[config.mk]
export PLATFORM = sky130hd
export DESIGN_NAME = bus_cen_gen
export DESIGN_NICKNAME = d
export VERILOG_FILES = /design/src/main_pkg.sv /design/src/bus_cen_gen.sv
export SDC_FILE = /design/constraint.sdc
export NUM_CORES = 1
export LEC_CHECK = 0
export BUFFER_PORTS_ARGS = -buffer_cell sky130_fd_sc_hd__buf_2
export CAP_MARGIN = 5
export CORE_AREA = 4 4 41 43
export DETAILED_ROUTE_END_ITERATION = 16
export DIE_AREA = 0 0 45 47
export SYNTH_ARGS = -nofsm -noshare
export SYNTH_HDL_FRONTEND = slang
export SYNTH_SLANG_ARGS = --single-unit
[constraint.sdc]
create_clock -name clk -period 1.5 [get_ports clk]
set_input_delay 0.075 -clock clk [delete_from_list [all_inputs] [get_ports clk]]
set_output_delay 0.075 -clock clk [all_outputs]
set_load 0.01 [all_outputs]
[src/main_pkg.sv]
package main_pkg;

    // CPU side of the bus
    typedef logic [15:0] addr_t;
    typedef logic [7:0]  data_t;

    // 128 KB of ROM behind the banked window
    typedef logic [16:0] rom_addr_t;
    typedef logic [3:0]  bank_t;

    // Clock-enable generator states
    typedef enum logic {
        COUNT,
        WAIT_ROM
    } cen_state_t;

    // Graphics register windows, 8 KB each
    localparam addr_t GFX1_BASE = 16'h2000;
    localparam addr_t GFX2_BASE = 16'h4000;

    // Banked ROM starts four banks up, the first 32 KB are the fixed upper half
    localparam bank_t BANK_OFFSET = 4'd4;

    // Value seen by the CPU when nothing drives the bus
    localparam data_t OPEN_BUS = 8'hff;

endpackage
[src/bus_cen_gen.sv]
`timescale 1ns/1ns

module bus_cen_gen #(
    parameter int CEN_DIV = 8
) (
    input  logic clk,
    input  logic rst,
    input  logic rom_cs,
    input  logic rom_ok,
    output logic cen
);
    import main_pkg::*;

    localparam int CNT_W = $clog2(CEN_DIV);

    cen_state_t       state;
    logic [CNT_W-1:0] cnt;

    always_ff @(posedge clk) begin
        if (rst) begin
            state <= COUNT;
            cnt   <= '0;
            cen   <= 1'b0;
        end else begin
            // Pulse is one clock wide by default
            cen <= 1'b0;
            case (state)
                COUNT: begin
                    if (cnt == CNT_W'(CEN_DIV - 1)) begin
                        cnt <= '0;
                        // ROM byte not there yet, stretch the cycle
                        if (rom_cs && !rom_ok) begin
                            state <= WAIT_ROM;
                        end else begin
                            cen <= 1'b1;
                        end
                    end else begin
                        cnt <= cnt + 1'b1;
                    end
                end
                WAIT_ROM: begin
                    // End the access right after data shows up
                    if (rom_ok) begin
                        cen   <= 1'b1;
                        cnt   <= '0;
                        state <= COUNT;
                    end
                end
                default: begin
                    state <= COUNT;
                    cnt   <= '0;
                end
            endcase
        end
    end

endmodule

==> impl_metrics.yaml <==
flow_run:
  cap_violations: 0
synthesis:
  yosysWarningCount: 0
  synth_area_um2: 225
  synth-seq-cells: 5
  syn-num-nets: 28
  synthCells: 22
  ys_seq_area_share_pct: 44.4
  syn_avg_cell_area_um2: 10.2
  netlist-cell-type-count: 11
clocking:
  hold_buffers: 0
  numCtsBuffers: 3
  htreeDepth: 1
  clockBufferDepth: 2
  path_clk_slew_ps: 40
  cts_sinks: 5
  cts_tree: "done"
  cts-root-buf: "clkbuf_4"
  insertion_delay_ps: 240
  cts_setup_buffers: 0
  cts_resized: 0
floorplanning:
  dieArea_um2: 2120
  ios: 5
  fp.dieH_um: 47
  core_um2: 1300
  fp-row-count: 13
  die_w_um: 45
  initial_core_util_pct: 17.3
routing:
  finalWirelength_um: 401
  drt_first_pass_iters: 2
  dr.first_iter.drc_count: 1
  ant_nets: 0
  drc: 0
  avgRoutedWirePerCell_um: 9.11
  routed-via-count: 171
  vias_per_cell: 3.89
global_routing:
  antenna_found_initial: 0
  grt_pass1_wl_um: 724
  grt_max_degree: 10
  overflow: 0
  grt_pass1_vias: 173
  grt_usage_pct: 5.31
worst_setup_path:
  arrival_ps: 1400
  critPathLaunchType: "flop"
  crit_type: "flop to flop"
  crit_top_cell: "ha_1"
  cp_max_fo: 3
  slowest_delay_ps: 330
  cp-end-kind: "flop"
  worstPathRequired_ps: 1670
  path_cells: "ha_1 -> ha_1 -> or3_1 -> a21oi_2"
  critPathSlowestCell: "or3_1"
timing:
  worst_slew_pin_slew_ps: 255
  finalClockSkew_ps: 4.25
  whs_ps: 56.7
  final-setup-viol-count: 0
  fin_crit_ps: 1230
  setup-tns-final_ps: 0
  fmax_mhz: 813
  drv_slew: 0
  fin_crit_sh_pct: 82.0
  relSlewSlack_pct: 83.0
  hold_viol: 0
  rsz0062_at_grt: "no"
power_and_ir_drop:
  powerDensity_nw_per_um2: 1160
  p_leak_uw: 0.000115
  ir_drop_uv: 489
placement:
  dp.cells: 40
  gp_congestion: 0.734
  port_buffers: 4
  placed_cell_area_um2: 253
layout:
  fin_cells: 44
  nFillCells: 150
  diodes: 0
  area_growth_pct: 23.9
  drive_gt1_share_pct: 31.0
  nNetsFinal: 36
  stdcell_area_um2: 279
run_status:
  status: "finished, final reports clean"
worst_hold_path:
  worstHoldPathType: "primary input to flop"
placed cells by master, fill, tap and decap left out:
master and instances:
a21oi_2 1, a21oi_1 3, buf_2 4, nand2b_1 2
clkbuf_1 1, clkbuf_4 3, nor2_1 1, ha_1 2
nor3_1 2, or3_1 1, nand3b_1 3, o21ba_2 1
dfxtp_1 5
logic make-up (layout without fill, tap and decap cells):
logic type,count (synthesis),count (layout),share of synthesized area [%]
buf+inv,1,8,5.00
simple gates,9,9,24.4
flops,5,5,44.4
fa+ha+maj,2,2,11.1
compound gates,5,5,15.0
cells in the mapped netlist:
master / number / area [µm²]
nand2b_1: 2 / 12.5
buf_6: 1 / 11.3
or3_1: 1 / 6.26
a21oi_2: 1 / 8.76
nor3_1: 2 / 10.0
o21ba_2: 1 / 10.0
nor2_1: 1 / 3.75
dfxtp_1: 5 / 100
ha_1: 2 / 25.0
a21oi_1: 3 / 15.0
nand3b_1: 3 / 22.5
final cells by class:
type	count	area, µm²	share of cell area [%]
multi-input combinational	16	114	40.8
timing repair buffer	4	20.0	7.17
clock buffer	4	26.3	9.42
tap	15	18.8	6.73
sequential	5	100	35.9
flip-flops by register name, indices dropped and copies added (netlist names):
signal / flops
state: 1
cnt: 3
cen: 1
critical path, delay by kind of cell (launching register included):
kind / cells / cell delay [ps]
adders and majority gates: 2 / 410
and+or+nand+nor: 1 / 330
DFF: 1 / 320
AOI/OAI and AO/OA: 1 / 120
stage by stage:
step / worst slack (ps) / utilization (%) / total power, µW
CTS: 264 / 21.4 / 336
floorplan: 343 / - / 163
detailed placement: 281 / 19.4 / 174
global route: 214 / 21.4 / 355
global placement: 289 / 19.4 / 172
finish: 269 / 21.4 / 324
worst paths after layout:
| path | start | to | slack [ps] | cells after the start |
|---|---|---|---|---|
| setup / recovery | cnt[0]$_SDFFE_PP0P_ | cnt[0]$_SDFFE_PP0P_ | 270 | 4 |
| hold / removal | rom_ok | state$_SDFF_PP0_ | 60 | 2 |
| setup reg to reg | cnt[0]$_SDFFE_PP0P_ | cnt[0]$_SDFFE_PP0P_ | 270 | 4 |
| hold reg to reg | cnt[2]$_SDFFE_PP0P_ | cnt[2]$_SDFFE_PP0P_ | 490 | 2 |
power by group:
| part | leakage (µW) | switching [µW] | total [µW] | internal (µW) |
|---|---|---|---|---|
| registers | 0.0000409 | 4.38 | 145 | 141 |
| clock network | 0.0000150 | 52.6 | 153 | 100 |
| logic | 0.0000587 | 11.9 | 25.7 | 13.8 |
per-layer routing:
metal  global-route usage [%]  vias to the layer above  routed length [µm]
li1                         -                       93                   -
met1                     5.96                       74                 217
met2                     6.21                        4                 152
met3                     7.28                        0                  31
met4                        0                        0                   0
met5                        0                        -                   0
(Power assumes the default switching activity.)
