[config.mk]
export PLATFORM = sky130hd
export DESIGN_NAME = gfx_reg_bank_flat
export DESIGN_NICKNAME = d
export VERILOG_FILES = /design/src/main_pkg.sv /design/src/cpu_bus_if.sv /design/src/gfx_reg_bank.sv /design/src/flat_wrapper.sv
export SDC_FILE = /design/constraint.sdc
export NUM_CORES = 1
export LEC_CHECK = 0
export BUFFER_PORTS_ARGS = -buffer_cell sky130_fd_sc_hd__buf_2
export CORE_AREA = 2 2 99 120
export CTS_CLUSTER_SIZE = 16
export DETAILED_ROUTE_END_ITERATION = 8
export DIE_AREA = 0 0 101 122
export PLACE_DENSITY = 0.55
export SLEW_MARGIN = 25
export SYNTH_ARGS = -nofsm -noshare
export SYNTH_HDL_FRONTEND = slang
export SYNTH_SLANG_ARGS = --single-unit
[constraint.sdc]
create_clock -name clk -period 1.8 [get_ports clk]
set_input_delay 0 -clock clk [delete_from_list [all_inputs] [get_ports clk]]
set_output_delay 0 -clock clk [all_outputs]
set_load 0.05 [all_outputs]
[src/main_pkg.sv]
package main_pkg;

    // CPU side of the bus
    typedef logic [15:0] addr_t;
    typedef logic [7:0]  data_t;

    // 128 KB of ROM behind the banked window
    typedef logic [16:0] rom_addr_t;
    typedef logic [3:0]  bank_t;

    // Clock-enable generator states
    typedef enum logic {
        COUNT,
        WAIT_ROM
    } cen_state_t;

    // Graphics register windows, 8 KB each
    localparam addr_t GFX1_BASE = 16'h2000;
    localparam addr_t GFX2_BASE = 16'h4000;

    // Banked ROM starts four banks up, the first 32 KB are the fixed upper half
    localparam bank_t BANK_OFFSET = 4'd4;

    // Value seen by the CPU when nothing drives the bus
    localparam data_t OPEN_BUS = 8'hff;

endpackage
[src/cpu_bus_if.sv]
`timescale 1ns/1ns

interface cpu_bus_if;
    import main_pkg::*;

    // Held by the CPU from one cen pulse to the next
    addr_t addr;
    logic  rnw;
    data_t wdata;
    // One clock wide, marks the end of each CPU cycle
    logic  cen;

    // Address decoder only looks at the bus
    modport decoder (input addr, rnw, wdata, cen);

    // Memories and register windows on the bus
    modport mem (input addr, rnw, wdata, cen);

    // Bus master side
    modport src (output addr, rnw, wdata, cen);

endinterface

[src/gfx_reg_bank.sv]
`timescale 1ns/1ns

module gfx_reg_bank #(
    parameter main_pkg::addr_t BASE = main_pkg::GFX1_BASE
) (
    cpu_bus_if.mem          bus,
    input  logic            clk,
    input  logic            rst,
    output logic            cs,
    output main_pkg::data_t dout
);
    import main_pkg::*;

    data_t      regs [8];
    logic [2:0] sel;

    // Whole 8 KB window, registers mirror every eight bytes
    assign cs  = bus.addr[15:13] == BASE[15:13];
    assign sel = bus.addr[2:0];

    always_ff @(posedge clk) begin
        if (rst) begin
            for (int i = 0; i < 8; i++) begin
                regs[i] <= '0;
            end
        end else if (bus.cen && cs && !bus.rnw) begin
            regs[sel] <= bus.wdata;
        end
    end

    // Registered read, the decoder picks it up through cs
    always_ff @(posedge clk) begin
        dout <= regs[sel];
    end

endmodule

[src/flat_wrapper.sv]
// flat-port wrapper written by rule: the top's interface ports become plain ports
module gfx_reg_bank_flat import main_pkg::*;
#(
    parameter main_pkg::addr_t BASE = main_pkg::GFX1_BASE
)
  (clk, rst, cs, dout, bus_addr, bus_rnw, bus_wdata, bus_cen);
  cpu_bus_if bus_i ();
  input  logic clk;
  input  logic rst;
  output logic cs;
  output main_pkg::data_t dout;
  input wire logic [$bits(bus_i.addr)-1:0] bus_addr;
  input wire logic [$bits(bus_i.rnw)-1:0] bus_rnw;
  input wire logic [$bits(bus_i.wdata)-1:0] bus_wdata;
  input wire logic [$bits(bus_i.cen)-1:0] bus_cen;
  assign bus_i.addr = bus_addr;
  assign bus_i.rnw = bus_rnw;
  assign bus_i.wdata = bus_wdata;
  assign bus_i.cen = bus_cen;
  gfx_reg_bank #(.BASE(BASE)) u_core (.bus(bus_i), .clk(clk), .rst(rst), .cs(cs), .dout(dout));
endmodule
==> summary.txt <==
antenna-violating nets left = 0
M3 GR Usage = 0.0304
CORE AREA = 11300 um2
GR peak layer = met2
cts repair resizes = 0
IO Port Bufs = 26
dpl hpwl = 4660 um
top_reg_cell synth = edfxtp_1
status = completed
Via density = 4.64
count leader, synth = nor2_1
max-cap viol count = 0
DRC = 0
top post-synthesis cells by count = nor2_1 (66), edfxtp_1 (64), nand2_1 (16)
Clk pwr share = 0.423
grt met1 use = 0.143
Net Switching = 0.893 mW
# diodes = 0
first-pass GRT wire length = 10800 um
setup tns final = 0 ps
Final Setup Violations = 0
CTS Root Cell = clkbuf_16
Worst Setup Start Kind = register
Yosys top cell area share = 0.604
CTS clk-pin slew, worst paths = 50 ps
die height = 122 um
routed wire length = 6920 um
Place WS = 240 ps
area leader, netlist = edfxtp_1
Max IR drop VDD = 0.000406 V
worst endpoint required time = 2010 ps
Slew HR = 0.693
CP cell instances = mux2_4, a22o_1, a2111o_1
# nets final = 290
initial antenna violation count = 0
Synth Register Bits = 72
worst hold path class = input port to register
clk sinks = 72
met2 usage = 0.215
Tcrit/Tclk final = 0.756
grt ovf = 0
setup ws final = 439 ps
GRT Overall Usage = 0.123
PwrDens = 1050 nW/um2
Fin. Hold Viols = 0
H-tree lvl count = 3
FFs w/ async S/R, synth = 0
via count = 1866
Worst-Skew Late Latency = 330 ps
unrepaired setup endpoints after global routing = false
Critical Path End Type = register
Pleak = 1.39 nW
switch share = 0.223
final cell count without fillers = 402
Post-synth EDFFs = 64
Cells after Synth = 219
fin. max-slew vios = 0
Int Pwr = 3.12 mW
layout cells sized above 1 = 0.288
CP Class = register to register
I/O pin count = 37
crit path DAT = 1570 ps
synth top area cells = edfxtp_1 (60%), mux4_1 (9.9%), nor2_1 (7.8%)
row cnt = 43
die width = 101 um
Flop pwr share = 0.482
cell area after synthesis = 3180 um2
Initial Utilization = 0.281
fmax = 0.735 GHz
TritonCTS clock tree = built
CTS Buf Count = 9
number of global-route vias before repair = 1889
routability cong. = 0.735
number of setup buffers added after CTS = 0
hold_buf cts = 0
synth unique cells = 31
slowest cell delay on critical path = 390 ps
die area = 12300 um2
Tmin final = 1360 ps
largest net degree at the start of global routing = 18
clk_skew = 5.34 ps
Placed Instances = 386
Comb power frac = 0.095
Synth Warn # = 0
sequential fraction of the synthesis area = 0.655
1st-iter DRT viols = 148
fillers = 1116
slowest stage cell on the critical path = a2111o_1
area grow syn2layout = 20.5%
synthesized area per cell = 14.5 um2
Crit Path Max Fanout = 1
WL per Instance = 17.2 um
clk buf depth = 2
drt pass-1 iters = 4
Power Total = 4.01 mW
Mapped Nets = 247
Least-Margin Pin Slew = 461 ps
[worst paths after layout]
kind	startpoint	to	slack, ps	depth (start not counted)
max	u_core.regs[3][6]	u_core.dout[6]	440	3
min	bus_wdata[4]	u_core.regs[0][4]	60	3
max reg2reg	u_core.regs[3][6]	u_core.dout[6]	440	3
min reg2reg	u_core.regs[5][6]	u_core.dout[6]	570	2
[critical path: cells and delay by family (launching register included)]
family	cells	cell delay, ps
compound gates	2	610
flops	1	350
mux	1	270
[layer usage]
layer | share of wire | wire length (um)
met2 | 0.53 | 3690
met4 | 0.017 | 116
met1 | 0.42 | 2880
met3 | 0.033 | 226
met5 | 0 | 0
[cell families after synthesis]
group                  Yosys count  synth area share
AO/OA/AOI/OAI                   14            0.0342
buffers and inverters           16            0.0307
flip-flops                      72             0.655
multiplexers                    24             0.142
AND/OR/NAND/NOR                 93             0.139
[cell usage in the layout, fill, tap and decap left out]
cell	synthesis	layout
o211ai_1	1	1
mux2i_1	3	3
nor3b_1	1	1
buf_4	0	21
nor3b_4	2	2
nand3_2	2	2
inv_1	1	1
nand4_4	1	1
mux2_2	8	8
a2111o_1	1	1
nor3_1	1	1
nor2_1	66	66
a22o_1	1	1
and3_1	1	1
nor2b_1	1	1
bufinv_16	0	1
nand4b_4	1	1
buf_2	8	26
dfxtp_1	8	8
o21bai_2	0	2
o21bai_1	8	6
clkbuf_16	0	9
mux4_1	12	12
clkinv_2	0	3
a21oi_1	1	1
mux2_4	1	1
edfxtp_1	64	64
clkbuf_1	2	3
a22oi_1	1	1
a211o_1	1	1
nand2_1	16	16
nand3_1	1	1
[power groups by stage]
| stage | Clock, mW | Sequential, mW | Combinational, mW |
|---|---|---|---|
| after floorplan | 0 | 2.05 | 0.185 |
| after global placement | 0 | 1.97 | 0.384 |
| after detailed placement | 0 | 1.97 | 0.387 |
| after CTS | 1.72 | 1.93 | 0.389 |
| after global routing | 1.79 | 1.94 | 0.408 |
| final | 1.70 | 1.93 | 0.381 |
[state kept, by name, summed over array words and instances, names as in the netlist]
name         cells
u_core.regs     64
u_core.dout      8
[metrics by stage]
| step | instance area, um2 | hold WS (ps) | utilization |
|---|---|---|---|
| after floorplan | 3190 | 87.2 | - |
| after global placement | 3550 | 385 | 0.314 |
| after detailed placement | 3550 | 387 | 0.314 |
| after CTS | 3830 | 54.8 | 0.339 |
| after global routing | 3830 | 89.2 | 0.339 |
| final | 3830 | 63.6 | 0.339 |
[area by class of cell]
class | count | area (um2) | area share
Clock buffer | 12 | 236 | 0.0617
Clock inverter | 4 | 45.0 | 0.0118
Inverter | 1 | 3.75 | 0.000980
Multi-Input combinational cell | 131 | 1010 | 0.263
Sequential cell | 72 | 2080 | 0.543
Tap cell | 135 | 169 | 0.0441
Timing Repair Buffer | 47 | 288 | 0.0751
(Power assumes the default switching activity.)
