<file path="src/main_pkg.sv">
package main_pkg;

    // CPU side of the bus
    typedef logic [15:0] addr_t;
    typedef logic [7:0]  data_t;

    // 128 KB of ROM behind the banked window
    typedef logic [16:0] rom_addr_t;
    typedef logic [3:0]  bank_t;

    // Clock-enable generator states
    typedef enum logic {
        COUNT,
        WAIT_ROM
    } cen_state_t;

    // Graphics register windows, 8 KB each
    localparam addr_t GFX1_BASE = 16'h2000;
    localparam addr_t GFX2_BASE = 16'h4000;

    // Banked ROM starts four banks up, the first 32 KB are the fixed upper half
    localparam bank_t BANK_OFFSET = 4'd4;

    // Value seen by the CPU when nothing drives the bus
    localparam data_t OPEN_BUS = 8'hff;

endpackage
</file>
<file path="src/cpu_bus_if.sv">
`timescale 1ns/1ns

interface cpu_bus_if;
    import main_pkg::*;

    // Held by the CPU from one cen pulse to the next
    addr_t addr;
    logic  rnw;
    data_t wdata;
    // One clock wide, marks the end of each CPU cycle
    logic  cen;

    // Address decoder only looks at the bus
    modport decoder (input addr, rnw, wdata, cen);

    // Memories and register windows on the bus
    modport mem (input addr, rnw, wdata, cen);

    // Bus master side
    modport src (output addr, rnw, wdata, cen);

endinterface

</file>
<file path="src/main_decoder.sv">
`timescale 1ns/1ns

module main_decoder (
    cpu_bus_if.decoder            bus,
    input  logic                  clk,
    input  logic                  rst,
    // Graphics windows decode themselves
    input  logic                  gfx1_cs,
    input  logic                  gfx2_cs,
    input  main_pkg::data_t       gfx1_dout,
    input  main_pkg::data_t       gfx2_dout,
    // Memories
    input  main_pkg::data_t       ram_dout,
    input  main_pkg::data_t       pal_dout,
    input  main_pkg::data_t       rom_data,
    // Cabinet
    input  logic [1:0]            start_button,
    input  logic [1:0]            coin_input,
    input  logic [5:0]            joystick1,
    input  logic [5:0]            joystick2,
    input  logic                  service,
    // DIP switches
    input  main_pkg::data_t       dipsw_a,
    input  main_pkg::data_t       dipsw_b,
    input  logic [3:0]            dipsw_c,
    // Selects
    output logic                  ram_cs,
    output logic                  pal_cs,
    output logic                  rom_cs,
    output main_pkg::rom_addr_t   rom_addr,
    // Back to the CPU
    output main_pkg::data_t       cpu_din,
    // Sound CPU side
    output logic                  snd_irq,
    output main_pkg::data_t       snd_latch
);
    import main_pkg::*;

    logic  bank_cs;
    logic  in_cs;
    logic  out_cs;
    bank_t bank;
    data_t port_in;

    // Chip selects
    always_comb begin
        // Fixed upper 32 KB plus the 8 KB banked window below it
        rom_cs  = (bus.addr[15] || bus.addr[15:13] == 3'b011) && bus.rnw;
        // Bank register shares the upper half of the window, write only
        bank_cs = bus.addr[15:12] == 4'b0111 && !bus.rnw;
        ram_cs  = bus.addr[15:12] == 4'b0001;
        pal_cs  = bus.addr[15:10] == 6'b0000_11;
        // 0x0010 to 0x001F
        in_cs   = bus.addr[15:4] == 12'h001 && bus.rnw;
        // 0x0018 to 0x001F
        out_cs  = bus.addr[15:3] == 13'h0003 && !bus.rnw;
    end

    // Read mux, first match wins
    always_comb begin
        if (rom_cs) begin
            cpu_din = rom_data;
        end else if (ram_cs) begin
            cpu_din = ram_dout;
        end else if (pal_cs) begin
            cpu_din = pal_dout;
        end else if (in_cs) begin
            cpu_din = port_in;
        end else if (gfx1_cs) begin
            cpu_din = gfx1_dout;
        end else if (gfx2_cs) begin
            cpu_din = gfx2_dout;
        end else begin
            cpu_din = OPEN_BUS;
        end
    end

    // 0x8000 up is linear, lower window goes through the bank
    always_comb begin
        if (bus.addr[15]) begin
            rom_addr = {2'b00, bus.addr[14:0]};
        end else begin
            rom_addr = {bank + BANK_OFFSET, bus.addr[12:0]};
        end
    end

    // Input ports, sampled every clock
    always_ff @(posedge clk) begin
        case (bus.addr[2:0])
            3'd0: port_in <= {3'b111, start_button, service, coin_input};
            // Joystick lines are crossed in pairs on the board
            3'd1: port_in <= {2'b11, joystick1[5:4], joystick1[2], joystick1[3],
                              joystick1[0], joystick1[1]};
            3'd2: port_in <= {2'b11, joystick2[5:4], joystick2[2], joystick2[3],
                              joystick2[0], joystick2[1]};
            3'd4: port_in <= dipsw_a;
            3'd5: port_in <= dipsw_b;
            3'd6: port_in <= {4'hf, dipsw_c};
            default: port_in <= OPEN_BUS;
        endcase
    end

    // Bank register and output latches
    always_ff @(posedge clk) begin
        if (rst) begin
            bank      <= '0;
            snd_irq   <= 1'b0;
            snd_latch <= '0;
        end else if (bus.cen) begin
            // IRQ lasts a single CPU cycle
            snd_irq <= 1'b0;
            if (bank_cs) begin
                bank <= bus.wdata[3:0];
            end
            if (out_cs) begin
                // Coin counters and watchdog are not modelled
                case (bus.addr[2:1])
                    2'b01: snd_irq <= 1'b1;
                    2'b10: snd_latch <= bus.wdata;
                    default: ;
                endcase
            end
        end
    end

endmodule

</file>
<file path="src/flat_wrapper.sv">
// flat-port wrapper written by rule: the top's interface ports become plain ports
module main_decoder_flat import main_pkg::*;
  (clk, rst, gfx1_cs, gfx2_cs, gfx1_dout, gfx2_dout, ram_dout, pal_dout, rom_data, start_button, coin_input, joystick1, joystick2, service, dipsw_a, dipsw_b, dipsw_c, ram_cs, pal_cs, rom_cs, rom_addr, cpu_din, snd_irq, snd_latch, bus_addr, bus_rnw, bus_wdata, bus_cen);
  cpu_bus_if bus_i ();
  input  logic clk;
  input  logic rst;
  input  logic gfx1_cs;
  input  logic gfx2_cs;
  input  main_pkg::data_t gfx1_dout;
  input  main_pkg::data_t gfx2_dout;
  input  main_pkg::data_t ram_dout;
  input  main_pkg::data_t pal_dout;
  input  main_pkg::data_t rom_data;
  input  logic [1:0] start_button;
  input  logic [1:0] coin_input;
  input  logic [5:0] joystick1;
  input  logic [5:0] joystick2;
  input  logic service;
  input  main_pkg::data_t dipsw_a;
  input  main_pkg::data_t dipsw_b;
  input  logic [3:0] dipsw_c;
  output logic ram_cs;
  output logic pal_cs;
  output logic rom_cs;
  output main_pkg::rom_addr_t rom_addr;
  output main_pkg::data_t cpu_din;
  output logic snd_irq;
  output main_pkg::data_t snd_latch;
  input wire logic [$bits(bus_i.addr)-1:0] bus_addr;
  input wire logic [$bits(bus_i.rnw)-1:0] bus_rnw;
  input wire logic [$bits(bus_i.wdata)-1:0] bus_wdata;
  input wire logic [$bits(bus_i.cen)-1:0] bus_cen;
  assign bus_i.addr = bus_addr;
  assign bus_i.rnw = bus_rnw;
  assign bus_i.wdata = bus_wdata;
  assign bus_i.cen = bus_cen;
  main_decoder u_core (.bus(bus_i), .clk(clk), .rst(rst), .gfx1_cs(gfx1_cs), .gfx2_cs(gfx2_cs), .gfx1_dout(gfx1_dout), .gfx2_dout(gfx2_dout), .ram_dout(ram_dout), .pal_dout(pal_dout), .rom_data(rom_data), .start_button(start_button), .coin_input(coin_input), .joystick1(joystick1), .joystick2(joystick2), .service(service), .dipsw_a(dipsw_a), .dipsw_b(dipsw_b), .dipsw_c(dipsw_c), .ram_cs(ram_cs), .pal_cs(pal_cs), .rom_cs(rom_cs), .rom_addr(rom_addr), .cpu_din(cpu_din), .snd_irq(snd_irq), .snd_latch(snd_latch));
endmodule
</file>
<file path="config.mk">
export PLATFORM = sky130hd
export DESIGN_NAME = main_decoder_flat
export DESIGN_NICKNAME = d
export VERILOG_FILES = /design/src/main_pkg.sv /design/src/cpu_bus_if.sv /design/src/main_decoder.sv /design/src/flat_wrapper.sv
export SDC_FILE = /design/constraint.sdc
export NUM_CORES = 1
export LEC_CHECK = 0
export ABC_CLOCK_PERIOD_IN_PS = 1500
export BUFFER_PORTS_ARGS = -buffer_cell sky130_fd_sc_hd__buf_2
export CORE_ASPECT_RATIO = 1.5
export CORE_UTILIZATION = 39
export CTS_BUF_LIST = sky130_fd_sc_hd__clkbuf_4
export CTS_CLUSTER_DIAMETER = 200
export DETAILED_ROUTE_END_ITERATION = 8
export HOLD_SLACK_MARGIN = 0.03
export PLACE_DENSITY = 0.79
export REMOVE_ABC_BUFFERS = 1
export SETUP_SLACK_MARGIN = 0.4
export SYNTH_ARGS = -nofsm -noshare
export SYNTH_HDL_FRONTEND = slang
export SYNTH_SLANG_ARGS = --single-unit
</file>
<file path="constraint.sdc">
create_clock -name clk -period 1.5 [get_ports clk]
set_input_delay 0.075 -clock clk [delete_from_list [all_inputs] [get_ports clk]]
set_output_delay 0.075 -clock clk [all_outputs]
set_load 0.02 [all_outputs]
</file>
==> impl_metrics.csv <==
group,metric,value,unit
cts,cts_sinks,21,
die,io_pins,144,
die,die_h,81.4,µm
sta,fin_crit,1440,ps
cts,clkLatencyLatePin,300,ps
route,routed_via_density,5.46,
setup_path,max_stage_delay,290,ps
sta,rsz0062_at_grt,"yes",
pwr,p_total,1420,µW
cts,cts_root_buffer,"clkbuf_4",
die,rows,28,
synth,synth-edff-count,0,
cells_and_area,num_antenna_cells,0,
cts,cts_buffers,3,
route,drt_iter0_drc,65,
cells_and_area,final_layout_size_suffix_gt1_share,51.7,%
synth,synth.cell_area,1640,µm²
cells_and_area,syn2layout_area_growth,63.3,%
sta,slew_headroom,75.0,%
route,totalWireLength,5990,µm
cells_and_area,fin_nets,468,
route,detail-route-antenna-nets,0,
die,dieArea,4470,µm²
cts,htree_levels,1,
cells_and_area,fill_cells,344,
route,drcViolationCount,0,
cells_and_area,final_util,67.0,%
synth,synthFlopType,"dfxtp_1",
placed_design,placed_cells,386,
synth,async_flop_share,0,%
die,start_util,41.0,%
cells_and_area,layout_common_cells,"125 x buf_2, 24 x buf_4, 19 x a21oi_1",
synth,ys_warn_count,0,
die,core,3990,µm²
setup_path,crit_chain,"buf_8, nor4b_4, buf_4, and4_1, buf_6, nand2_1, a31oi_2, buf_4",
status,outcome,"finished clean",
run,maxCapViolCount,0,
setup_path,path_common_cell,"buf_4",
global_route,overflow,0,
setup_path,cp_data_arrival_time,1360,ps
placed_design,dp_hpwl,4400,µm
sta,min_period_over_period,95.7,%
sta,hold_viol,0,
route,num_vias,2212,
global_route,grtUsageTotal,26.1,%
setup_path,cp-end-kind,"output port",
synth,avgSynthCellArea,7.73,µm²
pwr,p_per_area,530,nW/µm²
setup_path,crit_type,"input pin to output port",
placed_design,io_buffers,143,
setup_path,worstPathRequired,1420,ps
sta,worst_pin_slew,376,ps
global_route,grt_max_degree,21,
sta,fmax,697,MHz
sta,report.final.slew_viol_count,0,
global_route,grt_pass1_wl,8710,µm
cells_and_area,final_common_cell,"buf_2",
cts,path_clk_slew,120,ps
cells_and_area,layout.area.seq,425,µm²
cts,cts_max_path_buffers,2,
sta,setup_viol,0,
worst_hold_path,hold_class,"input pin to register",
cells_and_area,layoutNonFillerInstCount,405,
global_route,antenna_found_initial,0,
sta,skew,0,ps
cells_and_area,multiInputGateArea,1080,µm²
synth,synth_cell_type_count,43,
setup_path,worst_path_max_delay_cell,"nor4b_4",
setup_path,path_max_fanout,8,
placed_design,gp_congestion,0.840,
cts,cts_tree,"yes",
synth,ys_ff_latch,21,
route,wl_per_cell,14.8,µm
setup_path,startpoint_type,"input pin",
pwr,p_leak,0.00130,µW
die,die_w,54.9,µm
synth,netlist_instances,212,
synth,yosysSeqAreaShare,25.7,%
route,dr.pass1.iters,4,
global_route,grt_pass1_vias,2029,
pwr,peakVddDrop,0.000538,V
[critical path: cells and delay by family]
kind                   cells  cell delay [ps]
buffers and inverters      4              570
and+or+nand+nor            3              570
AOI/OAI and AO/OA          1              150
[report_power, final]
group	internal (µW)	total, µW	switching [µW]
Clock	99.2	259	160
Sequential	578	585	7.70
Combinational	291	572	282
Total	968	1420	449
[stage by stage]
stage / TNS [ps] / cell area, µm² / hold WS [ps] / setup WS [ps]
after detailed placement: -218 / 2340 / 308 / -43.4
after CTS: 0 / 2590 / 30.8 / 102
after global placement: 0 / 2340 / 306 / 62.1
after floorplan: 0 / 1470 / 144 / 100
after global routing: 0 / 2680 / 43.6 / 12.4
final: 0 / 2680 / 45.2 / 64.3
[path summary, 6_finish.rpt]
kind / depth (start not counted) / slack (ps) / to / start
worst max-delay path: 8 / 60 / cpu_din[0] / bus_addr[11]
worst min-delay path: 3 / 50 / u_core.snd_latch[0]$_SDFFE_PP0P_ / bus_wdata[0]
worst max register to register: 4 / 600 / u_core.bank[0]$_SDFFE_PP0P_ / u_core.bank[0]$_SDFFE_PP0P_
worst min register to register: 2 / 480 / u_core.snd_irq$_SDFFE_PP0P_ / u_core.snd_irq$_SDFFE_PP0P_
[cell usage after synthesis, types with 2 or more instances]
library cell,instances,area share (%)
a21oi_1,22,6.7
dfxtp_1,21,26
nand2_1,15,3.4
buf_4,14,6.4
o21ai_0,13,4.0
nand2b_1,12,4.6
mux2i_1,11,6.7
nand4_1,10,3.8
o22ai_1,10,3.8
nor2_1,9,2.1
a31oi_1,8,3.1
clkbuf_1,8,1.8
inv_1,7,1.6
o2111ai_1,7,3.7
nor2b_1,5,1.9
mux2_2,4,2.7
a22oi_1,3,1.4
and4_1,3,1.6
o22a_1,3,1.6
a21o_1,2,0.92
a22o_1,2,1.1
buf_6,2,1.4
[per-layer routing]
layer	part of all wire (%)	track usage (%)	vias up
li1	-	-	1081
met5	0	0	-
met2	55	49.6	115
met3	5.9	1.87	12
met1	37	28.6	1004
met4	2.1	9.00	0
[cells by family (layout without fill, tap and decap cells)]
| logic type | Yosys count | in the layout | share of synthesized area [%] |
|---|---|---|---|
| compound gates | 75 | 75 | 29.2 |
| simple gates | 65 | 65 | 22.8 |
| buf+inv | 35 | 183 | 12.3 |
| flops | 21 | 21 | 25.7 |
| mux | 15 | 15 | 9.47 |
| xor+xnor | 1 | 1 | 0.535 |
[final cells by class]
| cell class | instances | share of cell area (%) |
|---|---|---|
| Clock buffer | 3 | 0.842 |
| Clock inverter | 1 | 0.187 |
| Inverter | 8 | 1.26 |
| Multi-Input combinational cell | 156 | 40.5 |
| Sequential cell | 21 | 15.9 |
| Tap cell | 45 | 2.10 |
| Timing Repair Buffer | 171 | 39.2 |
[timing repair]
item	4_1_cts	5_1_grt
gates resized for setup	32	14
setup endpoints to repair	12	14
buffers inserted	3	2
pin swaps	13	5
hold buffers	8	2
endpoints found under the hold margin	6	2
[state kept, by name, summed over array words and instances, names as in the netlist]
name / count
u_core.snd_irq: 1
u_core.snd_latch: 8
u_core.port_in: 8
u_core.bank: 4
No activity file was read; power rests on OpenSTA's default activity.
